<file path="config.mk">
export PLATFORM = sky130hd
export DESIGN_NAME = i8008_top
export DESIGN_NICKNAME = d
export VERILOG_FILES = /design/src/hdl/i8008_pkg.sv /design/src/hdl/i8008_ctrl_if.sv /design/src/hdl/i8008_reg_file.sv /design/src/hdl/i8008_alu.sv /design/src/hdl/i8008_datapath.sv /design/src/hdl/i8008_ctrl.sv /design/src/hdl/i8008_top.sv
export SDC_FILE = /design/constraint.sdc
export NUM_CORES = 1
export LEC_CHECK = 0
export BUFFER_PORTS_ARGS = -buffer_cell sky130_fd_sc_hd__buf_2
export CAP_MARGIN = 10
export CELL_PAD_IN_SITES_DETAIL_PLACEMENT = 1
export CELL_PAD_IN_SITES_GLOBAL_PLACEMENT = 2
export CORE_AREA = 2 2 152 154
export CTS_BUF_LIST = sky130_fd_sc_hd__clkbuf_4 sky130_fd_sc_hd__clkbuf_8
export DETAILED_ROUTE_END_ITERATION = 10
export DIE_AREA = 0 0 154 156
export HOLD_SLACK_MARGIN = 0.08
export PLACE_DENSITY = 0.77
export SYNTH_ARGS = -nofsm -noshare
export SYNTH_HDL_FRONTEND = slang
export SYNTH_SLANG_ARGS = --single-unit
export TNS_END_PERCENT = 10
</file>
<file path="constraint.sdc">
create_clock -name clk -period 19.5 [get_ports clk]
set_clock_uncertainty 0.1 [all_clocks]
set_input_delay 5.85 -clock clk [delete_from_list [all_inputs] [get_ports clk]]
set_output_delay 5.85 -clock clk [all_outputs]
set_load 0.05 [all_outputs]
</file>
<file path="src/hdl/i8008_pkg.sv">
`default_nettype none

package i8008_pkg;

  typedef logic [7:0]  data_t;    // Data and bus byte
  typedef logic [13:0] addr_t;    // 16K address space
  typedef logic [2:0]  reg_sel_t; // Scratchpad index, 7 is memory

  typedef enum logic [2:0] {
    T1,
    T2,
    WAIT,
    T3,
    T4,
    T5,
    STOPPED
  } state_t;

  typedef enum logic [1:0] {
    CYCLE1,
    CYCLE2
  } mcycle_t;

  // Cycle type bits sent in T2
  typedef enum logic [1:0] {
    PCI = 2'b00,
    PCR = 2'b01,
    PCW = 2'b11
  } cycle_type_t;

  typedef enum logic [2:0] {ADD, ADC, SUB, SBB, ANA, XRA, ORA, CMP} alu_op_t;
  typedef enum logic [1:0] {RLC, RRC, RAL, RAR} rot_op_t;
  typedef enum logic [1:0] {ALU_LOGIC, ALU_ROT, ALU_INC, ALU_DEC} alu_mode_t;

  typedef enum logic [2:0] {
    BUS_NONE, BUS_PC_LO, BUS_PC_HI, BUS_RF, BUS_ALU, BUS_TMP_A, BUS_TMP_B, BUS_DIN
  } bus_src_t;

  localparam reg_sel_t REG_A = 3'd0;
  localparam reg_sel_t REG_H = 3'd5;
  localparam reg_sel_t REG_L = 3'd6;
  localparam reg_sel_t REG_M = 3'd7;

  // Opcode fields: GG DDD SSS
  localparam int unsigned GRP_HI = 7;
  localparam int unsigned GRP_LO = 6;
  localparam int unsigned DDD_HI = 5;
  localparam int unsigned DDD_LO = 3;
  localparam int unsigned SSS_HI = 2;
  localparam int unsigned SSS_LO = 0;

  localparam logic [1:0] GRP_IMM = 2'b00; // INr, DCr, rotates, LrI, HLT
  localparam logic [1:0] GRP_ALU = 2'b10;
  localparam logic [1:0] GRP_MOV = 2'b11;

  localparam logic [2:0] SSS_INR = 3'b000;
  localparam logic [2:0] SSS_DCR = 3'b001;
  localparam logic [2:0] SSS_ROT = 3'b010;
  localparam logic [2:0] SSS_LRI = 3'b110;
  localparam data_t      OP_HLT  = 8'hff; // Also 0000000x

endpackage

`default_nettype wire

</file>
<file path="src/hdl/i8008_ctrl_if.sv">
`timescale 1ns/1ps
`default_nettype none

interface i8008_ctrl_if
  import i8008_pkg::*;
();

  bus_src_t    bus_src;
  reg_sel_t    rf_sel;
  logic        rf_we;
  logic        tmp_a_we;
  logic        tmp_b_we;
  alu_mode_t   alu_mode;
  alu_op_t     alu_op;
  rot_op_t     rot_op;
  logic        carry_we;
  logic        ir_we;
  logic        pc_inc;
  cycle_type_t cycle_type;
  data_t       instr; // Current opcode, bypassed during fetch

  modport ctrl (
    output bus_src, rf_sel, rf_we, tmp_a_we, tmp_b_we, alu_mode, alu_op, rot_op,
    output carry_we, ir_we, pc_inc, cycle_type,
    input  instr
  );

  modport dp (
    input  bus_src, rf_sel, rf_we, tmp_a_we, tmp_b_we, alu_mode, alu_op, rot_op,
    input  carry_we, ir_we, pc_inc, cycle_type,
    output instr
  );

endinterface

`default_nettype wire

</file>
<file path="src/hdl/i8008_reg_file.sv">
`timescale 1ns/1ps
`default_nettype none

module i8008_reg_file
  import i8008_pkg::*;
(
  input  logic     clk,
  input  logic     rst,
  input  reg_sel_t sel,
  input  logic     we,
  input  data_t    wdata,
  output data_t    rdata
);

  data_t regs [0:6]; // A B C D E H L

  always_ff @(posedge clk) begin
    if (rst) begin
      for (int i = 0; i < 7; i++) begin
        regs[i] <= 8'h00;
      end
    end else if (we && sel != REG_M) begin
      regs[sel] <= wdata;
    end
  end

  // M has no storage here
  assign rdata = (sel == REG_M) ? 8'h00 : regs[sel];

endmodule

`default_nettype wire

</file>
<file path="src/hdl/i8008_alu.sv">
`timescale 1ns/1ps
`default_nettype none

module i8008_alu
  import i8008_pkg::*;
(
  input  logic      clk,
  input  logic      rst,
  input  data_t     a,
  input  data_t     b,
  input  alu_mode_t mode,
  input  alu_op_t   op,
  input  rot_op_t   rot,
  input  logic      carry_we,
  output data_t     result
);

  logic       carry;
  logic       carry_next;
  logic [8:0] wide; // Bit 8 is carry out or borrow

  always_comb begin
    wide       = 9'd0;
    carry_next = carry;
    case (mode)
      ALU_LOGIC: begin
        case (op)
          ADD:     wide = {1'b0, a} + {1'b0, b};
          ADC:     wide = {1'b0, a} + {1'b0, b} + {8'd0, carry};
          SUB:     wide = {1'b0, a} - {1'b0, b};
          SBB:     wide = {1'b0, a} - {1'b0, b} - {8'd0, carry};
          ANA:     wide = {1'b0, a & b};
          XRA:     wide = {1'b0, a ^ b};
          ORA:     wide = {1'b0, a | b};
          default: wide = {1'b0, a} - {1'b0, b}; // CMP
        endcase
        carry_next = wide[8]; // Logic ops leave bit 8 clear
      end
      ALU_ROT: begin
        case (rot)
          RLC:     wide = {a[7], a[6:0], a[7]};
          RRC:     wide = {a[0], a[0], a[7:1]};
          RAL:     wide = {a[7], a[6:0], carry};
          default: wide = {a[0], carry, a[7:1]}; // RAR
        endcase
        carry_next = wide[8];
      end
      ALU_INC: wide = {1'b0, a + 8'd1};
      default: wide = {1'b0, a - 8'd1};
    endcase
  end

  assign result = wide[7:0];

  always_ff @(posedge clk) begin
    if (rst) begin
      carry <= 1'b0;
    end else if (carry_we) begin
      carry <= carry_next;
    end
  end

endmodule

`default_nettype wire

</file>
<file path="src/hdl/i8008_datapath.sv">
`timescale 1ns/1ps
`default_nettype none

module i8008_datapath
  import i8008_pkg::*;
(
  input  logic     clk,
  input  logic     rst,
  input  data_t    d_in,
  output data_t    d_out,
  i8008_ctrl_if.dp bus
);

  data_t      ibus;
  data_t      ir;
  data_t      tmp_a;
  data_t      tmp_b;
  data_t      rf_rdata;
  data_t      alu_a;
  data_t      alu_result;
  addr_t      pc;
  logic [5:0] hi_addr;

  // Memory writes take H, fetches and immediates the PC
  assign hi_addr = (bus.cycle_type == PCW) ? rf_rdata[5:0] : pc[13:8];

  always_comb begin
    case (bus.bus_src)
      BUS_PC_LO: ibus = pc[7:0];
      BUS_PC_HI: ibus = {bus.cycle_type, hi_addr};
      BUS_RF:    ibus = rf_rdata;
      BUS_ALU:   ibus = alu_result;
      BUS_TMP_A: ibus = tmp_a;
      BUS_TMP_B: ibus = tmp_b;
      BUS_DIN:   ibus = d_in;
      default:   ibus = 8'h00;
    endcase
  end

  assign d_out = ibus;

  // Decode sees the opcode during its own fetch T3
  assign bus.instr = bus.ir_we ? d_in : ir;

  // Accumulator feeds the ALU directly for register operations
  assign alu_a = (bus.alu_mode == ALU_LOGIC) ? rf_rdata : tmp_a;

  always_ff @(posedge clk) begin
    if (rst) begin
      ir    <= 8'h00;
      tmp_a <= 8'h00;
      tmp_b <= 8'h00;
      pc    <= '0;
    end else begin
      if (bus.ir_we) begin
        ir <= d_in;
      end
      if (bus.tmp_a_we) begin
        tmp_a <= ibus;
      end
      if (bus.tmp_b_we) begin
        tmp_b <= ibus;
      end
      if (bus.pc_inc) begin
        pc <= pc + 14'd1; // Wraps at 16K
      end
    end
  end

  i8008_reg_file rf (
    .clk   (clk),
    .rst   (rst),
    .sel   (bus.rf_sel),
    .we    (bus.rf_we),
    .wdata (ibus),
    .rdata (rf_rdata)
  );

  i8008_alu alu (
    .clk      (clk),
    .rst      (rst),
    .a        (alu_a),
    .b        (tmp_b),
    .mode     (bus.alu_mode),
    .op       (bus.alu_op),
    .rot      (bus.rot_op),
    .carry_we (bus.carry_we),
    .result   (alu_result)
  );

  a_no_mem_write: assert property (@(posedge clk) disable iff (rst)
    !(bus.rf_we && bus.rf_sel == REG_M))
    else $error("register write with M selected");

endmodule

`default_nettype wire

</file>
<file path="src/hdl/i8008_ctrl.sv">
`timescale 1ns/1ps
`default_nettype none

module i8008_ctrl
  import i8008_pkg::*;
(
  input  logic       clk,
  input  logic       rst,
  input  logic       ready,
  output state_t     state,
  i8008_ctrl_if.ctrl bus
);

  mcycle_t  mcycle;
  mcycle_t  next_mcycle;
  state_t   next_state;
  data_t    instr;
  reg_sel_t ddd;
  reg_sel_t sss;
  logic     is_hlt, is_mov, is_lmr, is_lri, is_inr, is_dcr, is_rot, is_alu;

  assign instr = bus.instr;
  assign ddd   = instr[DDD_HI:DDD_LO];
  assign sss   = instr[SSS_HI:SSS_LO];

  // Kept instruction set, anything else runs as a no-op
  assign is_hlt = (instr[7:1] == 7'd0) || (instr == OP_HLT);
  assign is_mov = (instr[GRP_HI:GRP_LO] == GRP_MOV) && (ddd != REG_M) && (sss != REG_M);
  assign is_lmr = (instr[GRP_HI:GRP_LO] == GRP_MOV) && (ddd == REG_M) && (sss != REG_M);
  assign is_lri = (instr[GRP_HI:GRP_LO] == GRP_IMM) && (sss == SSS_LRI) && (ddd != REG_M);
  assign is_inr = (instr[GRP_HI:GRP_LO] == GRP_IMM) && (sss == SSS_INR) &&
                  (ddd != REG_A) && (ddd != REG_M);
  assign is_dcr = (instr[GRP_HI:GRP_LO] == GRP_IMM) && (sss == SSS_DCR) &&
                  (ddd != REG_A) && (ddd != REG_M);
  assign is_rot = (instr[GRP_HI:GRP_LO] == GRP_IMM) && (sss == SSS_ROT) && !ddd[2];
  assign is_alu = (instr[GRP_HI:GRP_LO] == GRP_ALU) && (sss != REG_M);

  // IR loads at the end of every fetch T3
  assign bus.ir_we = (state == T3) && (mcycle == CYCLE1);

  always_comb begin
    next_state  = state;
    next_mcycle = mcycle;
    case (state)
      T1:      next_state = T2;
      T2:      next_state = ready ? T3 : WAIT;
      WAIT:    next_state = ready ? T3 : WAIT;
      T3: begin
        if (mcycle == CYCLE1) begin
          if (is_hlt) begin
            next_state = STOPPED;
          end else if (is_lri) begin
            next_state  = T1;
            next_mcycle = CYCLE2;
          end else begin
            next_state = T4;
          end
        end else if (is_lmr) begin
          next_state  = T1; // Store done
          next_mcycle = CYCLE1;
        end else begin
          next_state = T4;
        end
      end
      T4: begin
        if (mcycle == CYCLE1 && is_lmr) begin
          next_state  = T1;
          next_mcycle = CYCLE2;
        end else begin
          next_state = T5;
        end
      end
      T5: begin
        next_state  = T1;
        next_mcycle = CYCLE1;
      end
      STOPPED: next_state = STOPPED; // Only rst leaves
      default: begin
        next_state  = T1;
        next_mcycle = CYCLE1;
      end
    endcase
  end

  always_comb begin
    bus.bus_src    = BUS_NONE;
    bus.rf_sel     = REG_A;
    bus.rf_we      = 1'b0;
    bus.tmp_a_we   = 1'b0;
    bus.tmp_b_we   = 1'b0;
    bus.alu_mode   = ALU_LOGIC;
    bus.alu_op     = alu_op_t'(ddd);
    bus.rot_op     = rot_op_t'(ddd[1:0]);
    bus.carry_we   = 1'b0;
    bus.pc_inc     = 1'b0;
    bus.cycle_type = (mcycle == CYCLE2) ? (is_lmr ? PCW : PCR) : PCI;
    case (state)
      T1: begin
        if (bus.cycle_type == PCW) begin
          bus.bus_src = BUS_RF; // L is the low address
          bus.rf_sel  = REG_L;
        end else begin
          bus.bus_src = BUS_PC_LO;
        end
      end
      T2: begin
        bus.bus_src = BUS_PC_HI;
        bus.rf_sel  = REG_H;
        bus.pc_inc  = (bus.cycle_type != PCW);
      end
      T3: begin
        if (bus.cycle_type == PCW) begin
          bus.bus_src = BUS_TMP_B;
        end else begin
          bus.bus_src  = BUS_DIN;
          bus.tmp_b_we = (mcycle == CYCLE2); // Immediate byte
        end
      end
      T4: begin
        if (mcycle == CYCLE1) begin
          bus.bus_src = BUS_RF;
          if (is_mov || is_alu || is_lmr) begin
            bus.rf_sel   = sss;
            bus.tmp_b_we = 1'b1;
          end else if (is_inr || is_dcr) begin
            bus.rf_sel   = ddd;
            bus.tmp_a_we = 1'b1;
          end else if (is_rot) begin
            bus.tmp_a_we = 1'b1;
          end
        end
      end
      T5: begin
        if (mcycle == CYCLE2 || is_mov) begin
          bus.bus_src = BUS_TMP_B;
          bus.rf_sel  = ddd;
          bus.rf_we   = 1'b1;
        end else if (is_alu) begin
          bus.bus_src  = BUS_ALU;
          bus.rf_we    = (bus.alu_op != CMP);
          bus.carry_we = 1'b1;
        end else if (is_rot) begin
          bus.bus_src  = BUS_ALU;
          bus.alu_mode = ALU_ROT;
          bus.rf_we    = 1'b1;
          bus.carry_we = 1'b1;
        end else if (is_inr || is_dcr) begin
          bus.bus_src  = BUS_ALU;
          bus.alu_mode = is_inr ? ALU_INC : ALU_DEC;
          bus.rf_sel   = ddd;
          bus.rf_we    = 1'b1;
        end
      end
      default: ;
    endcase
  end

  always_ff @(posedge clk) begin
    if (rst) begin
      state  <= T1;
      mcycle <= CYCLE1;
    end else begin
      state  <= next_state;
      mcycle <= next_mcycle;
    end
  end

  a_halt_sticky: assert property (@(posedge clk) (state == STOPPED && !rst) |=> state == STOPPED)
    else $error("core left STOPPED without reset");

endmodule

`default_nettype wire

</file>
<file path="src/hdl/i8008_top.sv">
`timescale 1ns/1ps
`default_nettype none

module i8008_top
  import i8008_pkg::*;
(
  input  logic   clk,
  input  logic   rst,
  input  data_t  d_in,
  input  logic   ready,
  output data_t  d_out,
  output state_t state
);

  i8008_ctrl_if ctrl_bus ();

  i8008_ctrl ctrl (
    .clk   (clk),
    .rst   (rst),
    .ready (ready), // Plain level, sampled in T2 and WAIT
    .state (state),
    .bus   (ctrl_bus)
  );

  i8008_datapath dp (
    .clk   (clk),
    .rst   (rst),
    .d_in  (d_in),
    .d_out (d_out),
    .bus   (ctrl_bus)
  );

endmodule

`default_nettype wire

</file>
==> results of run 1 <==
==> area by class of cell <==
| cell class | count | area (µm²) |
|---|---|---|
| clock inverter | 6 | 52.6 |
| inverter | 43 | 161 |
| timing repair buffer | 39 | 240 |
| sequential | 99 | 2460 |
| tap | 285 | 357 |
| fill | 2690 | 14000 |
| clock buffer | 10 | 131 |
| multi-input combinational | 736 | 4930 |
==> where the power goes <==
part / switching [mW] / total, mW / internal [mW]
clock network: 0.0846 / 0.135 / 0.0507
registers: 0.00984 / 0.235 / 0.225
logic: 0.191 / 0.286 / 0.0942
==> worst register-to-register path, cell delays in order (launching register included) <==
cell,delay [ns]
dfxtp_1,0.99
and4bb_1,0.94
mux2i_4,0.46
a211oi_1,0.15
o311ai_1,0.51
and2_0,0.72
nor2_1,0.20
a22oi_1,0.24
a21boi_1,0.15
mux2i_1,0.55
inv_1,0.28
ha_1,0.39
nor2b_1,0.14
o21a_1,0.20
or3_1,0.36
a211oi_1,0.34
o21ai_0,0.21
xnor2_1,0.16
a221oi_1,0.38
nor3_1,0.11
a211oi_2,0.43
buf_4,0.28
a21oi_1,0.10
==> per-stage QoR <==
| step | instances | instance area, µm² |
|---|---|---|
| after floorplan | 926 | 7760 |
| after global placement | 1202 | 8150 |
| after detailed placement | 1202 | 8150 |
| after CTS | 1218 | 8330 |
| after global routing | 1218 | 8330 |
| final | 1218 | 8330 |
==> cells in the final DEF, fill, tap and decap left out, types with 8 or more instances in the layout <==
cell / count
a211oi_1: 29
a21oi_1: 63
a221oi_1: 12
a31oi_1: 12
and2_1: 8
and3_1: 8
buf_2: 21
buf_4: 18
clkbuf_8: 9
dfxtp_1: 51
edfxtp_1: 48
ha_1: 35
inv_1: 40
mux2i_1: 15
nand2_1: 95
nand3_1: 35
nand4_1: 9
nor2_1: 111
nor3_1: 49
o211ai_1: 15
o21ai_0: 34
or3_1: 10
xnor2_1: 16
xor2_1: 12
==> how the worst max path moves through the flow <==
stage	from	to	slack (ns)	cells past startpoint
floorplan	d_in[7]	d_out[6]	2.18	24
global placement	d_in[3]	d_out[6]	1.32	23
detailed placement	d_in[7]	d_out[4]	1.10	24
CTS	d_in[7]	d_out[4]	1.06	24
global route	d_in[7]	d_out[4]	0.43	24
finish	d_in[7]	d_out[4]	0.96	24
==> per-layer routing <==
| layer | up-vias | global-route usage [%] |
|---|---|---|
| li1 | 3480 | - |
| met1 | 3719 | 33.6 |
| met2 | 176 | 40.5 |
| met3 | 34 | 3.36 |
| met4 | 0 | 7.70 |
| met5 | - | 0 |
==> sequential cells by signal (all words and copies together) (netlist names) <==
name and count:
dp.tmp_a 8, dp.tmp_b 8, ctrl.mcycle 1, ctrl.state 3
dp.ir 8, dp.rf.regs 56, dp.pc 14, dp.alu.carry 1
==> cell families (layout without fill, tap and decap cells) <==
family                     after synthesis  in the layout  synth area share, %
AOI/OAI and AO/OA                      274            274                 26.4
muxes                                   30             30                 5.05
adders and majority gates               39             39                 6.55
DFF                                     99             99                 31.7
buffers and inverters                   91             98                 4.82
and+or+nand+nor                        365            365                 22.3
xor gates and xnor gates                28             28                 3.16
==> reports/metrics.csv, run 1 <==
metric,value,unit
CTS tree,yes,
"Net Count, Synth",975,
Overall Power,0.656,mW
critical path required time,13.55,ns
Synth top area share,18.6,%
crit path kind,primary input to primary output,
Highest Signal Layer,met4,
Total Wirelength,29000,µm
fin crit period,18.54,ns
CP cell instances,buf_2 > or4_1 > nor4_1 > a31o_2 > o311ai_1 > and2_0 > and3_1 > o32a_1 > a21oi_1 > inv_1 > ha_1 > inv_1 > fa_1 > o21bai_1 > a21oi_1 > xor2_1 > or3_1 > a31oi_1 > nor2_1 > a2111oi_0 > a2111o_1 > o21bai_1 > nand2_1 > buf_2,
Layout area overhead,7.44,%
Worst Path Buf+Inv,4,
grt ovf,0,
Final setup viols,0,
#FFs+latches synth,99,
"Largest stage delay, worst path",0.55,ns
yosys warns,0,
number of gates resized after CTS,0,
vias in the first global route,7389,
Worst VDD drop,0.0402,mV
die footprint,24000,µm²
first-pass GRT wire length,45400,µm
H-tree lvl count,3,
post-synthesis sequential area ratio,31.7,%
Slew HR,20.6,%
"EDFF count, synth",48,
Root Driver,clkbuf_8,
Cells after Synth,926,
setup tns final,0,ns
Post-CTS Setup Bufs,0,
"Avg Cell Area, Syn",8.38,µm²
Detailed Routing Iterations Pass 1,5,
Max Cap Viol,0,
ys flop type,dfxtp_1,
metal1 wirelength,13500,µm
Min-Delay Endpoint,dp.rf.regs[6][6],
hold path start,dp.rf.regs[6][6],
Worst R2R Setup Slack,10.85,ns
Final HPWL DP,22100,µm
ANT nets after route,0,
final core area utilization,37.3,%
Worst R2R Path Depth,22,
crit end category,primary output,
"Max FO, Critical Path",14,
WP data arrival,12.59,ns
clock latency on the worst-skew pair,0.41,ns
Peak Freq,0.0539,GHz
final hold vios,0,
vias per cell,6.08,
initial antenna violation count,0,
metal2 WL,13600,µm
Antenna diodes,0,
Core Region,22400,µm²
startpoint types,primary input,
CP max stage cell,or4_1,
Power Density,78.7,nW/µm²
# IOs,22,
clock buffer count from CTS,9,
row count,55,
Starting Density,34.7,%
Top delay family on crit path,compound AO/OA/AOI/OAI gates,
drt drc,0,
"area leader, netlist",edfxtp_1,
port bufs,21,
Die W,154,µm
die height,156,µm
CTS Sinks,99,
Final nets,977,
Post-synth ARST share,0,%
Unique masters post-synth,101,
Synth Cell Area,7760,µm²
most frequent cell after synthesis,nor2_1,
worst setup margin,0.961,ns
WL/cell,23.8,µm
Static Leak,2.87,nW
run status,finished clean,
Crit Reg-Reg Endpoint,dp.rf.regs[3][6],
part of the cycle the worst path needs,95.1,%
synth top area cells,"edfxtp_1 (19%), dfxtp_1 (13%), ha_1 (5.6%)",
Fin Hold WS,0.410,ns
top post-synthesis cells by count,"nor2_1 (111), nand2_1 (95), a21oi_1 (63)",
layout cells sized above 1,10.5,%
clock tree buffer depth,2,
RSZ-0062 raised after global routing,false,
Slew @ Worst Pin,1.19,ns
GPL Wtd Cong,0.881,
Hold Path Depth,2,
largest net degree at the start of global routing,51,
gr usage total,24.6,%
Worst-path clk slew,0.10,ns
fin. max-slew vios,0,
detailed-route via count,7409,
WL met3,1140,µm
Post-CTS Hold Buffers,0,
reg2reg start,ctrl.state[0],
min-delay worst type,flip-flop to flip-flop,
pre-CTS setup slack,1.10,ns
DR iter-0 viols,503,
Note: power is estimated with default switching activity, not from simulation.
==> inputs of run 2 (changes only) <==
Settings changed: CORE_AREA 2 2 152 154 to 2 2 139 169, DIE_AREA 0 0 154 156 to 0 0 141 171, PLACE_DENSITY 0.77 to 0.76.
==> run 2 against run 1 <==
Against the previous run: final cell count stayed put; combinational power hardly changed; register-to-register slack better by 0.43 ns; final area is 0.47% higher; power is 2.3% higher; sequential cell count stayed put; via count is 0.97% lower; global-route usage is 0.29 points lower; die area is 0.36% higher; count of clock-buffer cells in the layout is 1 lower; highest routed layer unchanged; sequential share of layout area is 0.14 points lower.
==> reports/metrics.csv, run 2 (synthesized netlist as in run 1, its figures left out) <==
metric,value,unit,change
run status,finished clean,,
Top delay family on crit path,compound AO/OA/AOI/OAI gates,,
Worst VDD drop,0.0434,mV,+8.0%
max reg flops,56,,unchanged
Reg with most FFs,dp.rf.regs,,
placed cell area,8160,µm²,+0.15%
final non-filler cell total,1218,,unchanged
die footprint,24100,µm²,+0.36%
first-pass GRT wire length,45100,µm,-0.74%
crit end category,primary output,,
Final nets,979,,+0.20%
gr usage total,24.3,%,-0.29 points
Worst R2R Path Depth,22,,unchanged
CTS tree,yes,,
hold path start,dp.pc[12],,
grt ovf,0,,unchanged
GRT Max-Usage Layer,met2,,
CP max stage cell,or4_1,,
Worst-path clk slew,0.10,ns,about the same
RSZ-0062 raised after global routing,false,,
Slew HR,26.3,%,+5.7 points
setup tns final,0,ns,unchanged
Total Wirelength,28500,µm,-1.8%
Post-CTS Hold Buffers,0,,unchanged
worst setup margin,0.922,ns,-0.0393 ns
Core Region,22700,µm²,+1.4%
GPL Wtd Cong,0.845,,-4.0%
Largest regs,"dp.rf.regs (56), dp.pc (14)",,
"Max FO, Critical Path",14,,unchanged
"most common cell after layout, fill and taps aside",nor2_1,,
Crit Reg-Reg Endpoint,dp.rf.regs[0][4],,
reg2reg start,ctrl.state[1],,
Fin Hold WS,0.409,ns,-0.00119 ns
design area,8370,µm²,+0.47%
fin crit period,18.58,ns,+0.0393 ns
WL/cell,23.4,µm,-1.8%
fin. max-slew vios,0,,unchanged
Hold Path Depth,2,,unchanged
Psw,0.289,mW,+0.99%
internal power,0.382,mW,+3.3%
initial antenna violation count,0,,unchanged
CTS Sinks,99,,unchanged
CP cell instances,buf_2 > or4_1 > nor4_1 > a31o_2 > o311ai_1 > and2_0 > and3_1 > o32a_1 > a21oi_1 > inv_1 > ha_1 > inv_1 > fa_1 > o21bai_1 > a21oi_1 > xor2_1 > or3_1 > a31oi_1 > nor2_1 > a2111oi_0 > a2111o_1 > o21bai_1 > nand2_1 > buf_2,,
M3 GR Usage,2.85,%,-0.51 points
switch share,43.0,%,-0.57 points
WP data arrival,12.63,ns,+0.04 ns
Layout area overhead,7.94,%,
die height,171,µm,+9.6%
layout cells sized above 1,10.7,%,+0.19 points
Final HPWL DP,21900,µm,-1.0%
final core area utilization,36.9,%,-0.33 points
clock latency on the worst-skew pair,0.40,ns,about the same
combinational power share,42.7,%,-0.9 points
startpoint types,primary input,,
Worst R2R Setup Slack,11.28,ns,+0.43 ns
H-tree lvl count,3,,unchanged
row count,61,,+11%
detailed-route via count,7337,,-0.97%
Starting Density,34.2,%,-0.46 points
clock buffer count from CTS,9,,unchanged
Power Density,80.1,nW/µm²,+1.8%
number of gates resized after CTS,0,,unchanged
drt drc,0,,unchanged
pre-CTS setup slack,0.987,ns,-0.112 ns
Min-Delay Endpoint,dp.pc[12],,
part of the cycle the worst path needs,95.3,%,+0.20 points
Seq pwr share,34.9,%,-0.9 points
vias in the first global route,7487,,+1.3%
final hold vios,0,,unchanged
Slew @ Worst Pin,1.10,ns,-0.0851 ns
min-delay worst type,flip-flop to flip-flop,,
vias per cell,6.02,,-0.97%
crit path from,d_in[6],,
Worst Path Buf+Inv,4,,unchanged
port bufs,21,,unchanged
clock tree buffer depth,2,,unchanged
Final setup viols,0,,unchanged
# placed instances,1202,,unchanged
largest net degree at the start of global routing,51,,unchanged
Max Cap Viol,0,,unchanged
"Largest stage delay, worst path",0.56,ns,about the same
critical path required time,13.55,ns,about the same
Static Leak,2.89,nW,+0.53%
crit path kind,primary input to primary output,,
Overall Power,0.671,mW,+2.3%
Antenna diodes,0,,unchanged
Peak Freq,0.0538,GHz,-0.21%
# IOs,22,,unchanged
Root Driver,clkbuf_8,,
Post-CTS Setup Bufs,0,,unchanged
Detailed Routing Iterations Pass 1,5,,unchanged
most frequent cells in the layout,"nor2_1 (111), nand2_1 (95), a21oi_1 (63)",,
DR iter-0 viols,470,,-6.6%
Die W,141,µm,-8.4%
met1 Resource Use GR,31.2,%,-2.4 points
ANT nets after route,0,,unchanged
grt met2 use,42.3,%,+1.8 points
Clk pwr share,22.4,%,+1.8 points
[run 2: cell count changes in the layout (fill, tap and decap cells not counted)]
cell	previous run	this run
bufinv_16	0	1
clkinv_4	0	1
buf_4	18	20
clkbuf_4	1	0
clkinvlp_4	0	1
inv_8	2	1
clkinv_8	0	1
inv_6	3	1
[run 2: area by class of cell]
| class | count | area (µm²) |
|---|---|---|
| tap | 283 | 354 |
| clock buffer | 9 | 124 |
| multi-input combinational | 736 | 4930 |
| timing repair buffer | 41 | 255 |
| sequential | 99 | 2460 |
| inverter | 43 | 161 |
| fill | 2716 | 14300 |
| clock inverter | 7 | 86.3 |
[run 2: worst max path at each step]
stage                     endpoint  cells after the start  slack [ns]
after floorplan           d_out[6]                     24        2.18
after global routing      d_out[4]                     24        0.31
final                     d_out[4]                     24        0.92
after detailed placement  d_out[4]                     24        0.99
after global placement    d_out[4]                     24        1.09
after CTS                 d_out[4]                     24        0.96
[run 2: tightest hold or removal path: stages (launching register included)]
cell	delay (ns)
dfxtp_1	0.34
o21ai_0	0.07
a21oi_1	0.06
[run 2: metal layers]
metal	up-vias	part of all wire, %
met5	-	0
met2	178	50
met4	0	3.2
met3	48	3.3
li1	3471	-
met1	3640	44
[run 2: power by group through the flow]
stage | combinational (mW) | sequential (mW) | clock (mW)
final | 0.286 | 0.234 | 0.150
after floorplan | 0.204 | 0.237 | 0
after global routing | 0.314 | 0.235 | 0.160
after CTS | 0.285 | 0.234 | 0.153
after detailed placement | 0.283 | 0.239 | 0
after global placement | 0.282 | 0.239 | 0
==> inputs of run 3 (changes only) <==
Settings changed: CORE_AREA 2 2 139 169 to 2 2 125 151, DIE_AREA 0 0 141 171 to 0 0 127 153, PLACE_DENSITY 0.76 to 0.92.
==> run 3 against run 2 <==
Against the previous run: register-to-register slack got worse by 0.14 ns; critical path depth decreased by 1; combinational power about the same; fmax decreased by 0.13%; core utilization increased by 9.1 points; non-clock buffer count decreased by 4; setup slack got worse by 0.025 ns; power decreased by 0.78%; clock power about the same; critical path type unchanged.
==> reports/metrics.csv, run 3 (synthesized netlist as in run 1, its figures left out) <==
metric,value,unit,change
WL/cell,23.7,µm,+1.6%
Starting Density,43.2,%,+8.9 points
crit end category,primary output,,
Slew HR,18.7,%,-7.6 points
crit path from,d_in[6],,
most frequent cells in the layout,"nor2_1 (111), nand2_1 (95), a21oi_1 (63)",,
Die W,127,µm,-9.9%
fin. max-slew vios,0,,unchanged
fin crit period,18.60,ns,+0.0250 ns
Fin Hold WS,0.407,ns,-0.00138 ns
reg2reg start,ctrl.state[0],,
Final nets,975,,-0.41%
Final setup viols,0,,unchanged
die height,153,µm,-11%
clock tree buffer depth,2,,unchanged
CTS Sinks,99,,unchanged
CP endpoint,d_out[5],,
Worst R2R Path Depth,21,,-4.5%
Core Region,18000,µm²,-21%
die footprint,19400,µm²,-19%
Power Density,80.4,nW/µm²,+0.40%
FILL cells,2177,,-20%
drt drc,0,,unchanged
crit path kind,primary input to primary output,,
vias per cell,6.46,,+7.2%
RSZ-0062 raised after global routing,false,,
Crit Reg-Reg Endpoint,dp.rf.regs[1][5],,
Worst-path clk slew,0.11,ns,about the same
critical path required time,13.55,ns,about the same
grt ovf,0,,unchanged
Slew @ Worst Pin,1.21,ns,+0.108 ns
initial antenna violation count,0,,unchanged
row count,54,,-11%
Max Cap Viol,0,,unchanged
Peak Freq,0.0538,GHz,-0.13%
run status,finished clean,,
detailed-route via count,7460,,+1.7%
WP data arrival,12.65,ns,+0.02 ns
max reg flops,56,,unchanged
Storage cell area,2460,µm²,unchanged
min-delay worst type,flip-flop to flip-flop,,
ANT nets after route,0,,unchanged
H-tree lvl count,3,,unchanged
Worst R2R Setup Slack,11.14,ns,-0.14 ns
gr usage total,28.6,%,+4.2 points
Root Driver,clkbuf_8,,
part of the cycle the worst path needs,95.4,%,+0.13 points
Final HPWL DP,20800,µm,-5.2%
# IOs,22,,unchanged
Post-CTS Hold Buffers,0,,unchanged
number of gates resized after CTS,0,,unchanged
port bufs,21,,unchanged
Total Wirelength,27400,µm,-3.7%
GPL Wtd Cong,0.958,,+13%
Detailed Routing Iterations Pass 1,5,,unchanged
setup tns final,0,ns,unchanged
Largest regs,"dp.rf.regs (56), dp.pc (14)",,
final hold vios,0,,unchanged
clock buffer count from CTS,9,,unchanged
first-pass GRT wire length,43100,µm,-4.3%
largest net degree at the start of global routing,51,,unchanged
Worst VDD drop,0.0676,mV,+56%
Multi-input gate area,4930,µm²,unchanged
layout cells sized above 1,10.4,%,-0.28 points
Layout area overhead,6.66,%,
startpoint types,primary input,,
Reg with most FFs,dp.rf.regs,,
clock latency on the worst-skew pair,0.41,ns,about the same
"Max FO, Critical Path",13,,-1
Static Leak,2.88,nW,-0.39%
"most common cell after layout, fill and taps aside",nor2_1,,
Post-CTS Setup Bufs,0,,unchanged
Antenna diodes,0,,unchanged
vias in the first global route,7466,,-0.28%
CTS tree,yes,,
DR iter-0 viols,619,,+32%
run 3: cell types whose count changed in the layout (fill, tap and decap cells not counted):
cell,before,now
inv_8,1,2
clkinvlp_4,1,0
o21ai_0,34,35
o21ai_1,5,4
buf_4,20,16
clkinv_2,0,1
clkinv_1,4,3
run 3: area by class of cell:
| cell class | instances | share of cell area [%] |
|---|---|---|
| clock buffers | 9 | 1.50 |
| multi-input cells | 736 | 59.6 |
| well taps | 224 | 3.39 |
| clock inverters | 7 | 1.10 |
| flip-flops and latches | 99 | 29.8 |
| inverters | 43 | 1.95 |
| repair buffers | 37 | 2.72 |
run 3: worst max-delay path, cell delays in order:
cell,delay (ns)
buf_2,0.14
or4_1,0.55
nor4_1,0.22
a31o_2,0.32
a311o_1,0.33
o21a_1,0.57
mux2_1,0.43
a22oi_1,0.15
a21boi_1,0.15
mux2i_1,0.53
inv_1,0.23
fa_1,0.56
a21oi_1,0.18
o21bai_1,0.17
xor2_1,0.23
a211o_1,0.31
nor3_1,0.28
o22ai_1,0.21
a21oi_1,0.25
o31ai_1,0.16
nor2_2,0.48
nor2_1,0.10
buf_2,0.23
run 3: power by group:
group,total [mW],switching [mW],internal (mW)
Combinational,0.283,0.189,0.0943
Clock,0.148,0.0855,0.0627
Sequential,0.235,0.00988,0.225
Total,0.665,0.284,0.382
run 3: worst min-delay path by stage:
stage	from	end	slack, ns	cells past startpoint
6_report	dp.rf.regs[6][7]	dp.rf.regs[6][7]	0.41	2
3_3_place_gp	dp.pc[12]	dp.pc[12]	0.38	2
5_1_grt	dp.pc[12]	dp.pc[12]	0.44	2
4_1_cts	dp.rf.regs[6][7]	dp.rf.regs[6][7]	0.41	2
3_5_place_dp	dp.rf.regs[6][7]	dp.rf.regs[6][7]	0.40	2
2_1_floorplan	dp.rf.regs[6][7]	dp.rf.regs[6][7]	0.35	2
run 3: metal layers:
layer,track usage (%),vias to the layer above,part of all wire [%]
met3,3.22,54,4.6
met1,38.0,3711,43
met5,0,-,0
met2,47.5,224,49
li1,-,3471,-
met4,11.3,0,3.6
run 3: through the flow:
stage          util (%)  instances  cell area, µm²  worst slack [ns]  power (mW)
2_1_floorplan         -        926            7760              2.18       0.440
3_3_place_gp       44.8       1139            8060              1.16       0.513
3_5_place_dp       44.8       1139            8060             0.966       0.515
4_1_cts            46.0       1155            8270             0.929       0.664
5_1_grt            46.0       1155            8270             0.397       0.699
6_report           46.0       1155            8270             0.897       0.665
